[src/parkPkg.sv]
package parkPkg;

    typedef logic [7:0]  moneyT;    // fees, bills, change, income
    typedef logic [7:0]  ticketT;   // 0 = no ticket
    typedef logic [7:0]  timeT;     // tick count
    typedef logic [11:0] keyT;      // two 6-bit digit codes
    typedef logic [4:0]  buttonT;   // one-hot buttons

    // bit positions in buttonT
    localparam int BtnUp   = 0;
    localparam int BtnDown = 1;
    localparam int BtnOk   = 2;
    localparam int BtnBack = 3;
    localparam int BtnMid  = 4;

    typedef enum logic [1:0] {
        ModeBlank,
        ModeIdleInfo,
        ModeMessage,
        ModeNumber
    } dispModeT;

    typedef enum logic [3:0] {
        MsgTicket,
        MsgNoStall,
        MsgEnterId,
        MsgPay,
        MsgNoMoney,
        MsgChange,
        MsgAdmin,
        MsgIncome,
        MsgSetBase,
        MsgSetRate
    } msgT;

    typedef enum logic [3:0] {
        StIdle,
        StTicket,
        StNoStall,
        StEnterId,
        StPay,
        StNoMoney,
        StChange,
        StAdmin,
        StIncome,
        StSetBase,
        StSetRate
    } parkStateT;

    localparam int    DefNumStalls  = 4;
    localparam int    DefTickDiv    = 16;     // cycles per tick
    localparam int    DefHourTicks  = 8;      // ticks per hour
    localparam int    DefPayTimeout = 2000;   // cycles
    localparam moneyT DefBaseFee    = 8'd1;
    localparam moneyT DefHourRate   = 8'd1;

endpackage

[src/parkIf.sv]
interface cmdIf import parkPkg::*; ();

    logic  pressUp;
    logic  pressDown;
    logic  pressOk;
    logic  pressBack;
    logic  pressMid;
    moneyT entry;       // value latched on finish

    modport src (output pressUp, pressDown, pressOk, pressBack, pressMid, entry);
    modport dst (input pressUp, pressDown, pressOk, pressBack, pressMid, entry);

endinterface

interface stallIf import parkPkg::*; ();

    logic       allocReq;
    ticketT     lookupId;
    logic       releaseReq;     // frees the stall of the last hit
    logic       anyFree;
    logic [2:0] freeCount;
    ticketT     newTicket;
    logic       hit;
    timeT       elapsed;

    modport ctrl (
        output allocReq, lookupId, releaseReq,
        input  anyFree, freeCount, newTicket, hit, elapsed
    );
    modport tbl (
        input  allocReq, lookupId, releaseReq,
        output anyFree, freeCount, newTicket, hit, elapsed
    );

endinterface

[src/dispOut.sv]
module dispOut import parkPkg::*; (
    input  logic      clk3,
    input  logic      enable,
    input  parkStateT state,
    input  moneyT     bill,
    input  moneyT     change,
    input  ticketT    ticket,
    input  moneyT     income,
    input  moneyT     entry,
    output dispModeT  displayMode,
    output msgT       message,
    output moneyT     showValue
);

    dispModeT modeNext;
    msgT      msgNext;
    moneyT    valueNext;

    always_comb begin
        modeNext  = ModeNumber;
        msgNext   = MsgTicket;
        valueNext = '0;
        case (state)
            StIdle:    modeNext = ModeIdleInfo;
            StTicket:  valueNext = ticket;
            StNoStall: begin
                modeNext = ModeMessage;
                msgNext  = MsgNoStall;
            end
            StEnterId: begin
                msgNext   = MsgEnterId;
                valueNext = entry;      // live keypad value
            end
            StPay: begin
                msgNext   = MsgPay;
                valueNext = bill;
            end
            StNoMoney: begin
                modeNext = ModeMessage;
                msgNext  = MsgNoMoney;
            end
            StChange: begin
                msgNext   = MsgChange;
                valueNext = change;
            end
            StAdmin: begin
                modeNext = ModeMessage;
                msgNext  = MsgAdmin;
            end
            StIncome: begin
                msgNext   = MsgIncome;
                valueNext = income;
            end
            StSetBase: begin
                msgNext   = MsgSetBase;
                valueNext = entry;
            end
            StSetRate: begin
                msgNext   = MsgSetRate;
                valueNext = entry;
            end
            default: modeNext = ModeBlank;
        endcase
    end

    always_ff @(posedge clk3 or negedge enable) begin
        if (!enable) begin
            displayMode <= ModeIdleInfo;
            message     <= MsgTicket;
            showValue   <= '0;
        end else begin
            displayMode <= modeNext;
            message     <= msgNext;
            showValue   <= valueNext;
        end
    end

endmodule

[src/feeUnit.sv]
module feeUnit import parkPkg::*; #(
    parameter int HourTicks = DefHourTicks
) (
    input  logic  clk3,
    input  logic  enable,
    input  timeT  elapsed,
    input  moneyT entryValue,
    input  moneyT paid,
    input  logic  payReq,
    input  logic  setBase,
    input  logic  setRate,
    input  logic  clearIncome,
    output moneyT bill,
    output logic  enough,
    output moneyT income
);

    moneyT       baseFee;
    moneyT       hourRate;
    logic [8:0]  hours;        // started hours
    logic [16:0] billWide;

    assign hours    = 9'(elapsed / HourTicks) + 9'd1;
    assign billWide = 17'(baseFee) + 17'(hourRate) * 17'(hours);
    assign bill     = (billWide > 17'd255) ? 8'hff : billWide[7:0];   // saturate
    assign enough   = (paid >= bill);

    always_ff @(posedge clk3 or negedge enable) begin
        if (!enable) begin
            baseFee  <= DefBaseFee;
            hourRate <= DefHourRate;
            income   <= '0;
        end else begin
            if (setBase) baseFee <= entryValue;
            if (setRate) hourRate <= entryValue;
            if (clearIncome) begin
                income <= '0;
            end else if (payReq) begin
                income <= income + bill;    // wraps at 8 bits
            end
        end
    end

endmodule

[src/keyPad.sv]
module keyPad import parkPkg::*; (
    input  logic   clk3,
    input  logic   enable,
    input  buttonT button,
    input  keyT    key,
    input  logic   finish,
    cmdIf.src      cmd
);

    logic   held;       // a button was down at the last sample
    logic   oneHot;
    buttonT press;

    assign oneHot = (button != '0) && ((button & (button - 1'b1)) == '0);

    always_ff @(posedge clk3 or negedge enable) begin
        if (!enable) begin
            held  <= 1'b0;
            press <= '0;
        end else begin
            held  <= |button;
            press <= (oneHot && !held) ? button : '0;    // rising edge only
        end
    end

    always_ff @(posedge clk3 or negedge enable) begin
        if (!enable) begin
            cmd.entry <= '0;
        end else if (finish) begin
            cmd.entry <= {key[9:6], key[3:0]};    // low nibble of each digit
        end
    end

    assign cmd.pressUp   = press[BtnUp];
    assign cmd.pressDown = press[BtnDown];
    assign cmd.pressOk   = press[BtnOk];
    assign cmd.pressBack = press[BtnBack];
    assign cmd.pressMid  = press[BtnMid];

    assert property (@(posedge clk3) disable iff (!enable)
        $onehot0({cmd.pressUp, cmd.pressDown, cmd.pressOk, cmd.pressBack, cmd.pressMid}));

endmodule

[src/parkCtrl.sv]
module parkCtrl import parkPkg::*; #(
    parameter int PayTimeout = DefPayTimeout
) (
    input  logic      clk3,
    input  logic      enable,
    cmdIf.dst         cmd,
    stallIf.ctrl      st,
    output timeT      elapsed,
    output moneyT     paid,
    output logic      payReq,
    output logic      setBase,
    output logic      setRate,
    output logic      clearIncome,
    output moneyT     entryValue,
    input  moneyT     bill,
    input  logic      enough,
    output parkStateT state,
    output moneyT     change,
    output ticketT    ticket
);

    localparam int CntW = $clog2(PayTimeout + 1);

    parkStateT       stateNext;
    logic [CntW-1:0] payCnt;
    logic            anyPress;
    logic            payTimeout;

    assign anyPress = cmd.pressUp | cmd.pressDown | cmd.pressOk | cmd.pressBack | cmd.pressMid;
    assign payTimeout = (payCnt == CntW'(PayTimeout - 1)) && !anyPress;

    assign elapsed    = st.elapsed;
    assign paid       = cmd.entry;
    assign entryValue = cmd.entry;

    //////////////////////////////////////////////////
    // commands, taken at the press edge
    assign st.allocReq   = (state == StIdle) && cmd.pressOk && st.anyFree;
    assign st.releaseReq = (state == StPay) && cmd.pressOk && enough;
    assign payReq        = st.releaseReq;
    assign clearIncome   = (state == StIncome) && cmd.pressMid;
    assign setBase       = (state == StSetBase) && cmd.pressOk;
    assign setRate       = (state == StSetRate) && cmd.pressOk;
    assign st.lookupId   = (state == StEnterId) ? cmd.entry : ticket;   // hold id after lookup

    //////////////////////////////////////////////////
    // next state
    always_comb begin
        stateNext = state;
        case (state)
            StIdle: begin
                if (cmd.pressOk) stateNext = st.anyFree ? StTicket : StNoStall;
                else if (cmd.pressBack) stateNext = StEnterId;
                else if (cmd.pressDown) stateNext = StAdmin;
            end
            StEnterId: begin
                if (cmd.pressOk) stateNext = st.hit ? StPay : StIdle;
                else if (cmd.pressBack) stateNext = StIdle;
            end
            StPay: begin
                if (cmd.pressOk) stateNext = enough ? StChange : StNoMoney;
                else if (cmd.pressBack || payTimeout) stateNext = StIdle;
            end
            StTicket, StNoStall, StChange: begin
                if (cmd.pressOk || cmd.pressBack) stateNext = StIdle;
            end
            StNoMoney: begin
                if (cmd.pressOk || cmd.pressBack) stateNext = StPay;   // try again
            end
            StAdmin: begin
                if (cmd.pressUp) stateNext = StIncome;
                else if (cmd.pressBack) stateNext = StIdle;
            end
            StIncome: begin
                if (cmd.pressUp) stateNext = StSetBase;
                else if (cmd.pressDown) stateNext = StSetRate;
                else if (cmd.pressBack) stateNext = StAdmin;
            end
            StSetBase, StSetRate: begin
                if (cmd.pressOk || cmd.pressBack) stateNext = StIncome;
            end
            default: stateNext = StIdle;
        endcase
    end

    always_ff @(posedge clk3 or negedge enable) begin
        if (!enable) begin
            state  <= StIdle;
            payCnt <= '0;
            ticket <= '0;
        end else begin
            state <= stateNext;
            if (state == StPay && !anyPress) begin
                payCnt <= payCnt + 1'b1;
            end else begin
                payCnt <= '0;   // cleared outside Pay and on any key
            end
            if (st.allocReq) begin
                ticket <= st.newTicket;
            end else if (state == StEnterId && cmd.pressOk && st.hit) begin
                ticket <= cmd.entry;
            end
        end
    end

    always_ff @(posedge clk3) begin
        if (st.releaseReq) change <= paid - bill;
    end

    // release needs a matched stall
    assert property (@(posedge clk3) disable iff (!enable)
        st.releaseReq |-> (state == StPay) && st.hit);

endmodule

[src/parkTop.sv]
module parkTop import parkPkg::*; #(
    parameter int NumStalls  = DefNumStalls,
    parameter int TickDiv    = DefTickDiv,
    parameter int HourTicks  = DefHourTicks,
    parameter int PayTimeout = DefPayTimeout
) (
    input  logic       clk3,
    input  logic       enable,
    input  buttonT     button,
    input  keyT        key,
    input  logic       finish,
    output dispModeT   displayMode,
    output msgT        message,
    output moneyT      showValue,
    output logic [2:0] freeCount
);

    cmdIf   cmdBus ();
    stallIf stallBus ();

    timeT      elapsed;
    moneyT     paid;
    moneyT     entryValue;
    moneyT     bill;
    moneyT     income;
    moneyT     change;
    logic      enough;
    logic      payReq;
    logic      setBase;
    logic      setRate;
    logic      clearIncome;
    parkStateT state;
    ticketT    ticket;

    assign freeCount = stallBus.freeCount;

    keyPad uKeyPad (
        .clk3(clk3), .enable(enable), .button(button), .key(key), .finish(finish),
        .cmd(cmdBus.src)
    );

    stallTable #(.NumStalls(NumStalls), .TickDiv(TickDiv)) uStallTable (
        .clk3(clk3), .enable(enable), .st(stallBus.tbl)
    );

    feeUnit #(.HourTicks(HourTicks)) uFeeUnit (
        .clk3(clk3), .enable(enable), .elapsed(elapsed), .entryValue(entryValue),
        .paid(paid), .payReq(payReq), .setBase(setBase), .setRate(setRate),
        .clearIncome(clearIncome), .bill(bill), .enough(enough), .income(income)
    );

    parkCtrl #(.PayTimeout(PayTimeout)) uParkCtrl (
        .clk3(clk3), .enable(enable), .cmd(cmdBus.dst), .st(stallBus.ctrl),
        .elapsed(elapsed), .paid(paid), .payReq(payReq), .setBase(setBase),
        .setRate(setRate), .clearIncome(clearIncome), .entryValue(entryValue),
        .bill(bill), .enough(enough), .state(state), .change(change), .ticket(ticket)
    );

    dispOut uDispOut (
        .clk3(clk3), .enable(enable), .state(state), .bill(bill), .change(change),
        .ticket(ticket), .income(income), .entry(cmdBus.entry),
        .displayMode(displayMode), .message(message), .showValue(showValue)
    );

endmodule

[src/stallTable.sv]
module stallTable import parkPkg::*; #(
    parameter int NumStalls = DefNumStalls,
    parameter int TickDiv   = DefTickDiv
) (
    input  logic clk3,
    input  logic enable,
    stallIf.tbl  st
);

    localparam int DivW = (TickDiv > 1) ? $clog2(TickDiv) : 1;
    localparam int IdxW = (NumStalls > 1) ? $clog2(NumStalls) : 1;

    logic [DivW-1:0]      divCnt;
    timeT                 nowTime;
    logic [NumStalls-1:0] occupied;
    timeT                 entryTime [NumStalls];
    logic [IdxW-1:0]      freeIdx;
    logic [2:0]           freeNum;
    logic [IdxW-1:0]      hitIdx;
    logic                 hit;
    logic [IdxW-1:0]      matchIdx;    // stall of the last hit

    //////////////////////////////////////////////////
    // time base
    always_ff @(posedge clk3 or negedge enable) begin
        if (!enable) begin
            divCnt  <= '0;
            nowTime <= '0;
        end else if (divCnt == DivW'(TickDiv - 1)) begin
            divCnt  <= '0;
            nowTime <= nowTime + 1'b1;
        end else begin
            divCnt <= divCnt + 1'b1;
        end
    end

    //////////////////////////////////////////////////
    // allocation and lookup
    always_comb begin
        freeIdx = '0;
        freeNum = '0;
        for (int k = NumStalls - 1; k >= 0; k--) begin
            if (!occupied[k]) begin
                freeIdx = IdxW'(k);     // ends on the lowest
                freeNum = freeNum + 1'b1;
            end
        end
    end

    always_comb begin
        hitIdx = '0;
        hit    = 1'b0;
        for (int k = 0; k < NumStalls; k++) begin
            if (occupied[k] && st.lookupId == ticketT'(k + 1)) begin
                hitIdx = IdxW'(k);
                hit    = 1'b1;
            end
        end
    end

    assign st.anyFree   = (freeNum != '0);
    assign st.freeCount = freeNum;
    assign st.newTicket = ticketT'(freeIdx) + 1'b1;
    assign st.hit       = hit;
    assign st.elapsed   = hit ? nowTime - entryTime[hitIdx] : '0;

    always_ff @(posedge clk3 or negedge enable) begin
        if (!enable) begin
            occupied <= '0;
        end else begin
            if (st.allocReq) occupied[freeIdx] <= 1'b1;
            if (st.releaseReq) occupied[matchIdx] <= 1'b0;
        end
    end

    always_ff @(posedge clk3) begin
        if (st.allocReq) entryTime[freeIdx] <= nowTime;
        if (hit) matchIdx <= hitIdx;
    end

    assert property (@(posedge clk3) disable iff (!enable) st.allocReq |-> st.anyFree);

endmodule
[config.mk]
export PLATFORM = sky130hd
export DESIGN_NAME = parkTop
export DESIGN_NICKNAME = d
export VERILOG_FILES = /design/src/parkPkg.sv /design/src/parkIf.sv /design/src/dispOut.sv /design/src/feeUnit.sv /design/src/keyPad.sv /design/src/parkCtrl.sv /design/src/parkTop.sv /design/src/stallTable.sv
export SDC_FILE = /design/constraint.sdc
export NUM_CORES = 1
export LEC_CHECK = 0
export BUFFER_PORTS_ARGS = -buffer_cell sky130_fd_sc_hd__buf_2
export CORE_MARGIN = 2
export CORE_UTILIZATION = 40
export CTS_BUF_LIST = sky130_fd_sc_hd__clkbuf_4 sky130_fd_sc_hd__clkbuf_8
export CTS_CLUSTER_DIAMETER = 30
export DETAILED_ROUTE_END_ITERATION = 7
export HOLD_SLACK_MARGIN = 0.02
export PLACE_DENSITY_LB_ADDON = 0.12
export SYNTH_ARGS = -nofsm -noshare
export SYNTH_HDL_FRONTEND = slang
export SYNTH_SLANG_ARGS = --single-unit
export TNS_END_PERCENT = 1
[constraint.sdc]
create_clock -name clk3 -period 10.35 [get_ports clk3]
set_input_delay 0.5175 -clock clk3 [delete_from_list [all_inputs] [get_ports clk3]]
set_output_delay 0.5175 -clock clk3 [all_outputs]
set_load 0.02 [all_outputs]
==> impl_metrics.py, run 1 <==
metrics = {
    "critical_path": {
        "worstSetupEndpointType": "flop",
        "regToRegEndpoint": "uStallTable.occupied[2]",
        "rr_worst_depth": 45,
        "critPathKind": "reg2reg",
        "cpMostUsedCell": "ha_4",
        "rrSetupSlack_ps": 200,
        "worstSetupStartpointType": "flop",
        "slowest_stage": "or4_4",
        "crit_buf_inv": 9,
        "cp.arrival_ps": 10470,
        "slowest_delay_ps": 610,
        "required_ps": 10670,
        "path_max_fanout": 7,
        "cp_top_family": "simple AND/OR/NAND/NOR gates",
        "timing.rr.start": "uParkCtrl.ticket[5]",
    },
    "finish": {
        "antenna_cells": 0,
        "fin_cells": 1367,
        "design_area_um2": 11400,
        "drive_gt1_frac": 0.282,
        "final_core_util": 0.504,
        "nNetsFinal": 1188,
        "synthToLayoutAreaGrowth_pct": 24.0,
    },
    "logic_synthesis": {
        "syn_avg_cell_area_um2": 10.0,
        "yosysSeqAreaShare": 0.386,
        "async_flop_share": 0.684,
        "synth_edf_count": 42,
        "yosys_warnings": 0,
        "ys_ff_latch": 133,
        "synth_ff_type": "dfrtp_1",
        "yosys.area.top_type_share": 0.240,
        "synth_cells": 915,
        "syn_area_um2": 9170,
        "synthDistinctLibCells": 78,
        "synthTopCellsByArea": "dfrtp_1, edfxtp_1, ha_1",
        "synth_fp_nets": 1034,
        "synth_area_leader_cell": "dfrtp_1",
    },
    "sta": {
        "relSlewSlack": 0.272,
        "setup_violations": 0,
        "final-hold-violation-count": 0,
        "finalCriticalPeriod_ps": 10150,
        "worst_pin_slew_ps": 1080,
        "timing.final.crit_share": 0.981,
        "finalMaxSlewViolations": 0,
        "finalSetupTns_ps": 0,
        "clock_skew_ps": 14.4,
        "rsz0062_at_grt": "yes",
        "max_freq_mhz": 98.5,
    },
    "clocking": {
        "clockBufferDepth": 2,
        "root_buffer": "clkbuf_8",
        "cts_buffers": 17,
        "clk_pin_slew_ps": 90,
        "clk_latency_ps": 450,
        "h-tree-depth": 4,
        "clock_sinks": 133,
        "cts_tree": "yes",
    },
    "place": {
        "gp_congestion": 0.792,
        "portBuffers": 32,
        "dpl_cell_area_um2": 10500,
        "dp_cells": 1326,
        "dp_hpwl_um": 16800,
    },
    "power": {
        "p_leak_nw": 5.24,
        "power_density_nw_per_um2": 125,
        "clkPwrFrac": 0.292,
        "combPwrFrac": 0.286,
        "p_int_mw": 0.929,
        "sw_frac_of_total": 0.347,
        "p_seq_frac": 0.422,
        "switchingPower_mw": 0.494,
        "ir_drop_uv": 71.9,
    },
    "hold_path": {
        "worstHoldStart": "button[0]",
        "hold_depth": 2,
        "worstHoldEndpoint": "uKeyPad.held",
        "hold_class": "in2reg",
    },
    "drt": {
        "drt_wl_total_um": 22200,
        "wl_per_cell_um": 16.2,
        "firstDrtPassIters": 5,
        "drt_iter0_drc": 377,
        "viasPerCell": 5.21,
        "drcViolationCount": 0,
        "ant_nets": 0,
        "vias": 7121,
    },
    "global_routing": {
        "grt_pass1_wl_um": 35600,
        "grt-ovfl-total": 0,
        "grt_max_degree": 54,
        "track_usage": 0.186,
        "grt_pass1_vias": 6897,
        "antenna_found_initial": 0,
    },
    "die": {
        "die_h_um": 155,
        "start_util": 0.406,
        "die_area_um2": 24200,
        "coreArea_um2": 22600,
        "die_w_um": 155,
        "rows": 55,
        "pin_count": 37,
    },
    "flow_run": {
        "maxCapViolCount": 0,
    },
    "status": {
        "status": "completed",
    },
}
cell usage after synthesis (all sizes together), types with 8 or more instances:
cell and number:
dfrtp 88, inv 78, ha 68, nand2 67
nor2 59, edfxtp 42, a21oi 40, o21ai 39
and2 33, xnor2 32, fa 31, clkbuf 30
nand3 27, mux2 23, and3 17, nor3 16
xor2 16, a221oi 15, nand2b 15, nor2b 14
a21o 12, a22oi 10, a31oi 8, mux2i 8
nor4 8, o21a 8, or2 8
metrics by stage:
step	total power, mW	setup WS, ps	hold WS, ps
3_5_place_dp	1.01	-359	448
4_1_cts	1.43	1.21	269
3_3_place_gp	1.01	-274	445
5_1_grt	1.51	-195	288
2_1_floorplan	0.864	-6.20	222
6_report	1.42	197	298
registers in the layout, summed over array words and instances, names as in the netlist:
name	flops
uStallTable.occupied	4
uDispOut.message	4
uParkCtrl.change	8
uKeyPad.cmd.entry	8
uKeyPad.held	1
uStallTable.matchIdx	2
uStallTable.nowTime	8
uParkCtrl.payCnt	11
uParkCtrl.ticket	8
uParkCtrl.state	4
uFeeUnit.hourRate	8
uFeeUnit.baseFee	8
uDispOut.showValue	8
uKeyPad.press	5
uStallTable.entryTime	32
uFeeUnit.income	8
uDispOut.displayMode	2
uStallTable.divCnt	4
repair_timing:
action,in CTS,in global routing
endpoints found under the hold margin,1,0
pin swaps,8,44
setup buffers,1,6
setup endpoints to repair,26,26
cloned,1,0
hold buffers,1,0
gates resized for setup,16,62
placed cells by master (no fill, tap or decap), types with 12 or more instances in the layout:
cell type / n
buf_4: 130
dfrtp_1: 88
inv_1: 76
nand2_1: 66
ha_1: 57
nor2_1: 55
edfxtp_1: 42
a21oi_1: 34
o21ai_0: 33
xnor2_1: 31
buf_2: 31
and2_1: 30
fa_1: 30
nand3_1: 23
mux2_2: 22
and3_1: 17
clkbuf_8: 17
nand2b_1: 15
a221oi_1: 14
nor2b_1: 14
xor2_1: 14
a21o_1: 12
routing by layer:
| layer | vias up | GRT usage | share of wire |
|---|---|---|---|
| li1 | 3572 | - | - |
| met1 | 3444 | 0.255 | 0.49 |
| met2 | 83 | 0.310 | 0.47 |
| met3 | 22 | 0.0273 | 0.024 |
| met4 | 0 | 0.0529 | 0.014 |
| met5 | - | 0 | 0 |
how the worst max path moves through the flow:
| stage | from | endpoint | slack [ps] | cells after the start |
|---|---|---|---|---|
| after CTS | uKeyPad.cmd.entry[7] | uStallTable.occupied[2] | 1 | 43 |
| after global placement | uKeyPad.cmd.entry[7] | uFeeUnit.income[7] | -270 | 44 |
| after detailed placement | uKeyPad.cmd.entry[7] | uFeeUnit.income[7] | -360 | 45 |
| after global routing | uParkCtrl.ticket[5] | uStallTable.occupied[2] | -190 | 47 |
| after floorplan | uParkCtrl.ticket[6] | uFeeUnit.income[7] | -6 | 47 |
| final | uParkCtrl.ticket[5] | uStallTable.occupied[2] | 200 | 45 |
cell type report:
class | instances | area, µm²
Fill cell | 2091 | 11200
Multi-Input combinational cell | 667 | 5540
Sequential cell | 133 | 3540
Timing Repair Buffer | 171 | 1250
Tap cell | 285 | 357
Inverter | 79 | 304
Clock buffer | 17 | 234
Clock inverter | 15 | 143
power groups by stage:
stage	clock [mW]	sequential, mW	combinational (mW)
after floorplan	0	0.641	0.223
after global placement	0	0.611	0.397
after detailed placement	0	0.612	0.397
after CTS	0.430	0.601	0.401
after global routing	0.451	0.606	0.450
final	0.416	0.601	0.407
logic make-up after synthesis:
group / synth area share
muxes: 0.0374
and+or+nand+nor: 0.167
DFF: 0.386
xor gates and xnor gates: 0.0458
AOI/OAI and AO/OA: 0.154
adders and majority gates: 0.160
buffers and inverters: 0.0494
No activity file was read; power rests on OpenSTA's default activity.
==> run 2, diff against run 1 <==
- CTS_BUF_LIST: sky130_fd_sc_hd__clkbuf_4 sky130_fd_sc_hd__clkbuf_8 -> sky130_fd_sc_hd__clkbuf_4
==> impl_metrics.py, run 2 (synthesis results as in run 1) <==
metrics = {
    "critical_path": {
        "required_ps": 10760,
        "path_max_fanout": 9,
        "slowest_stage": "or4_4",
        "worstSetupEndpointType": "flop",
        "critPathKind": "reg2reg",
        "worstSetupStartpointType": "flop",
        "rr_worst_depth": 43,
        "slowest_delay_ps": 610,
        "cp.arrival_ps": 10570,
    },
    "global_routing": {
        "grt-ovfl-total": 0,
        "antenna_found_initial": 1,
        "grt_max_degree": 54,
        "grt_pass1_wl_um": 35600,
        "track_usage": 0.186,
        "grt_pass1_vias": 6897,
    },
    "die": {
        "start_util": 0.406,
        "pin_count": 37,
        "rows": 55,
        "die_w_um": 155,
        "die_h_um": 155,
        "coreArea_um2": 22600,
        "die_area_um2": 24200,
    },
    "drt": {
        "vias": 7170,
        "ant_nets": 0,
        "drt_wl_total_um": 22300,
        "wl_per_cell_um": 16.3,
        "drt_iter0_drc": 420,
        "drcViolationCount": 0,
        "viasPerCell": 5.24,
        "firstDrtPassIters": 5,
    },
    "sta": {
        "relSlewSlack": 0.271,
        "final-hold-violation-count": 0,
        "fin_ws_ps": 196,
        "finalSetupTns_ps": 0,
        "finalMaxSlewViolations": 0,
        "max_freq_mhz": 98.5,
        "clock_skew_ps": 23.6,
        "rsz0062_at_grt": "yes",
        "setup_violations": 0,
        "worst_pin_slew_ps": 1090,
        "holdWs_ps": 201,
        "finalCriticalPeriod_ps": 10150,
        "timing.final.crit_share": 0.981,
    },
    "clocking": {
        "cts_tree": "yes",
        "clk_latency_ps": 550,
        "cts_buffers": 17,
        "h-tree-depth": 4,
        "clk_pin_slew_ps": 150,
        "clock_sinks": 133,
        "clockBufferDepth": 2,
        "root_buffer": "clkbuf_4",
    },
    "power": {
        "power_density_nw_per_um2": 119,
        "p_leak_nw": 5.21,
        "ir_drop_uv": 71.7,
    },
    "finish": {
        "largest_reg_flops": 32,
        "regMostFlops": "uStallTable.entryTime",
        "drive_gt1_frac": 0.288,
        "synthToLayoutAreaGrowth_pct": 23.2,
        "final_core_util": 0.501,
        "mostFrequentLayoutCell": "buf_4",
        "top_regs": "uStallTable.entryTime: 32 flops, uParkCtrl.payCnt: 11 flops",
        "nNetsFinal": 1189,
        "fin_cells": 1369,
        "layout_common_cells": "buf_4, dfrtp_1, inv_1, nand2_1",
    },
    "hold_path": {
        "hold_class": "in2reg",
        "hold_depth": 2,
    },
    "place": {
        "dp_cells": 1326,
        "gp_congestion": 0.792,
        "dp_hpwl_um": 16800,
        "dp_slack_ps": -359,
        "portBuffers": 32,
    },
    "flow_run": {
        "maxCapViolCount": 0,
    },
    "status": {
        "status": "completed",
    },
}
run 2: cell types whose count changed in the layout (fill, tap and decap cells not counted), moves of 2 or more:
cell	delta
clkbuf_4	+17
clkbuf_8	-17
ha_1	-2
nor3_2	-2
run 2: routing by layer:
metal,share of wire,wire length (µm),global-route usage,vias to the layer above
met4,0.0093,208,0.0459,0
li1,-,-,-,3574
met1,0.48,10700,0.254,3488
met5,0,0,0,-
met3,0.025,557,0.0276,18
met2,0.48,10800,0.312,90
run 2: final timing paths:
path | slack [ps] | to | start
worst max-delay path | 200 | uStallTable.occupied[2] | uParkCtrl.ticket[5]
worst min-delay path | 200 | uKeyPad.cmd.entry[5] | key[7]
worst max register to register | 200 | uStallTable.occupied[2] | uParkCtrl.ticket[5]
worst min register to register | 460 | uParkCtrl.payCnt[0] | uParkCtrl.payCnt[0]
max in group asynchronous | 8800 | uStallTable.nowTime[0] | enable
min in group asynchronous | 460 | uFeeUnit.income[6] | enable
run 2: cell type report:
class | count | area [µm²]
clock inverter | 15 | 143
timing repair buffer | 172 | 1260
antenna | 1 | 2.50
clock buffer | 17 | 128
multi-input combinational | 667 | 5560
inverter | 79 | 304
fill | 2110 | 11300
tap | 285 | 357
sequential | 133 | 3540
run 2: what timing repair did:
| item | in CTS | in global routing |
|---|---|---|
| pin swaps | 4 | 40 |
| cloned | 1 | 0 |
| resized for setup | 13 | 71 |
| hold buffers | 1 | 0 |
| endpoints found under the hold margin | 36 | 0 |
| buffers inserted | 1 | 7 |
| setup endpoints to repair | 26 | 26 |
run 2: stage by stage:
| stage | power (mW) | area [µm²] |
|---|---|---|
| after floorplan | 0.864 | 9210 |
| after global placement | 1.01 | 10500 |
| after detailed placement | 1.01 | 10500 |
| after CTS | 1.35 | 10900 |
| after global routing | 1.42 | 11300 |
| final | 1.34 | 11300 |
run 2: critical path: cells and delay by family, from the launching register on:
kind                       cells  cell delay, ps
and+or+nand+nor               12            3250
adders and majority gates      8            2600
AOI/OAI and AO/OA             11            2070
buffers and inverters         10            1220
muxes                          2             460
DFF                            1             410
run 2: report_power, final:
part	switching [mW]	total (mW)	internal, mW	leakage [nW]
Combinational	0.235	0.407	0.172	3.45
Clock	0.229	0.334	0.105	0.137
Sequential	0.0193	0.601	0.582	1.62
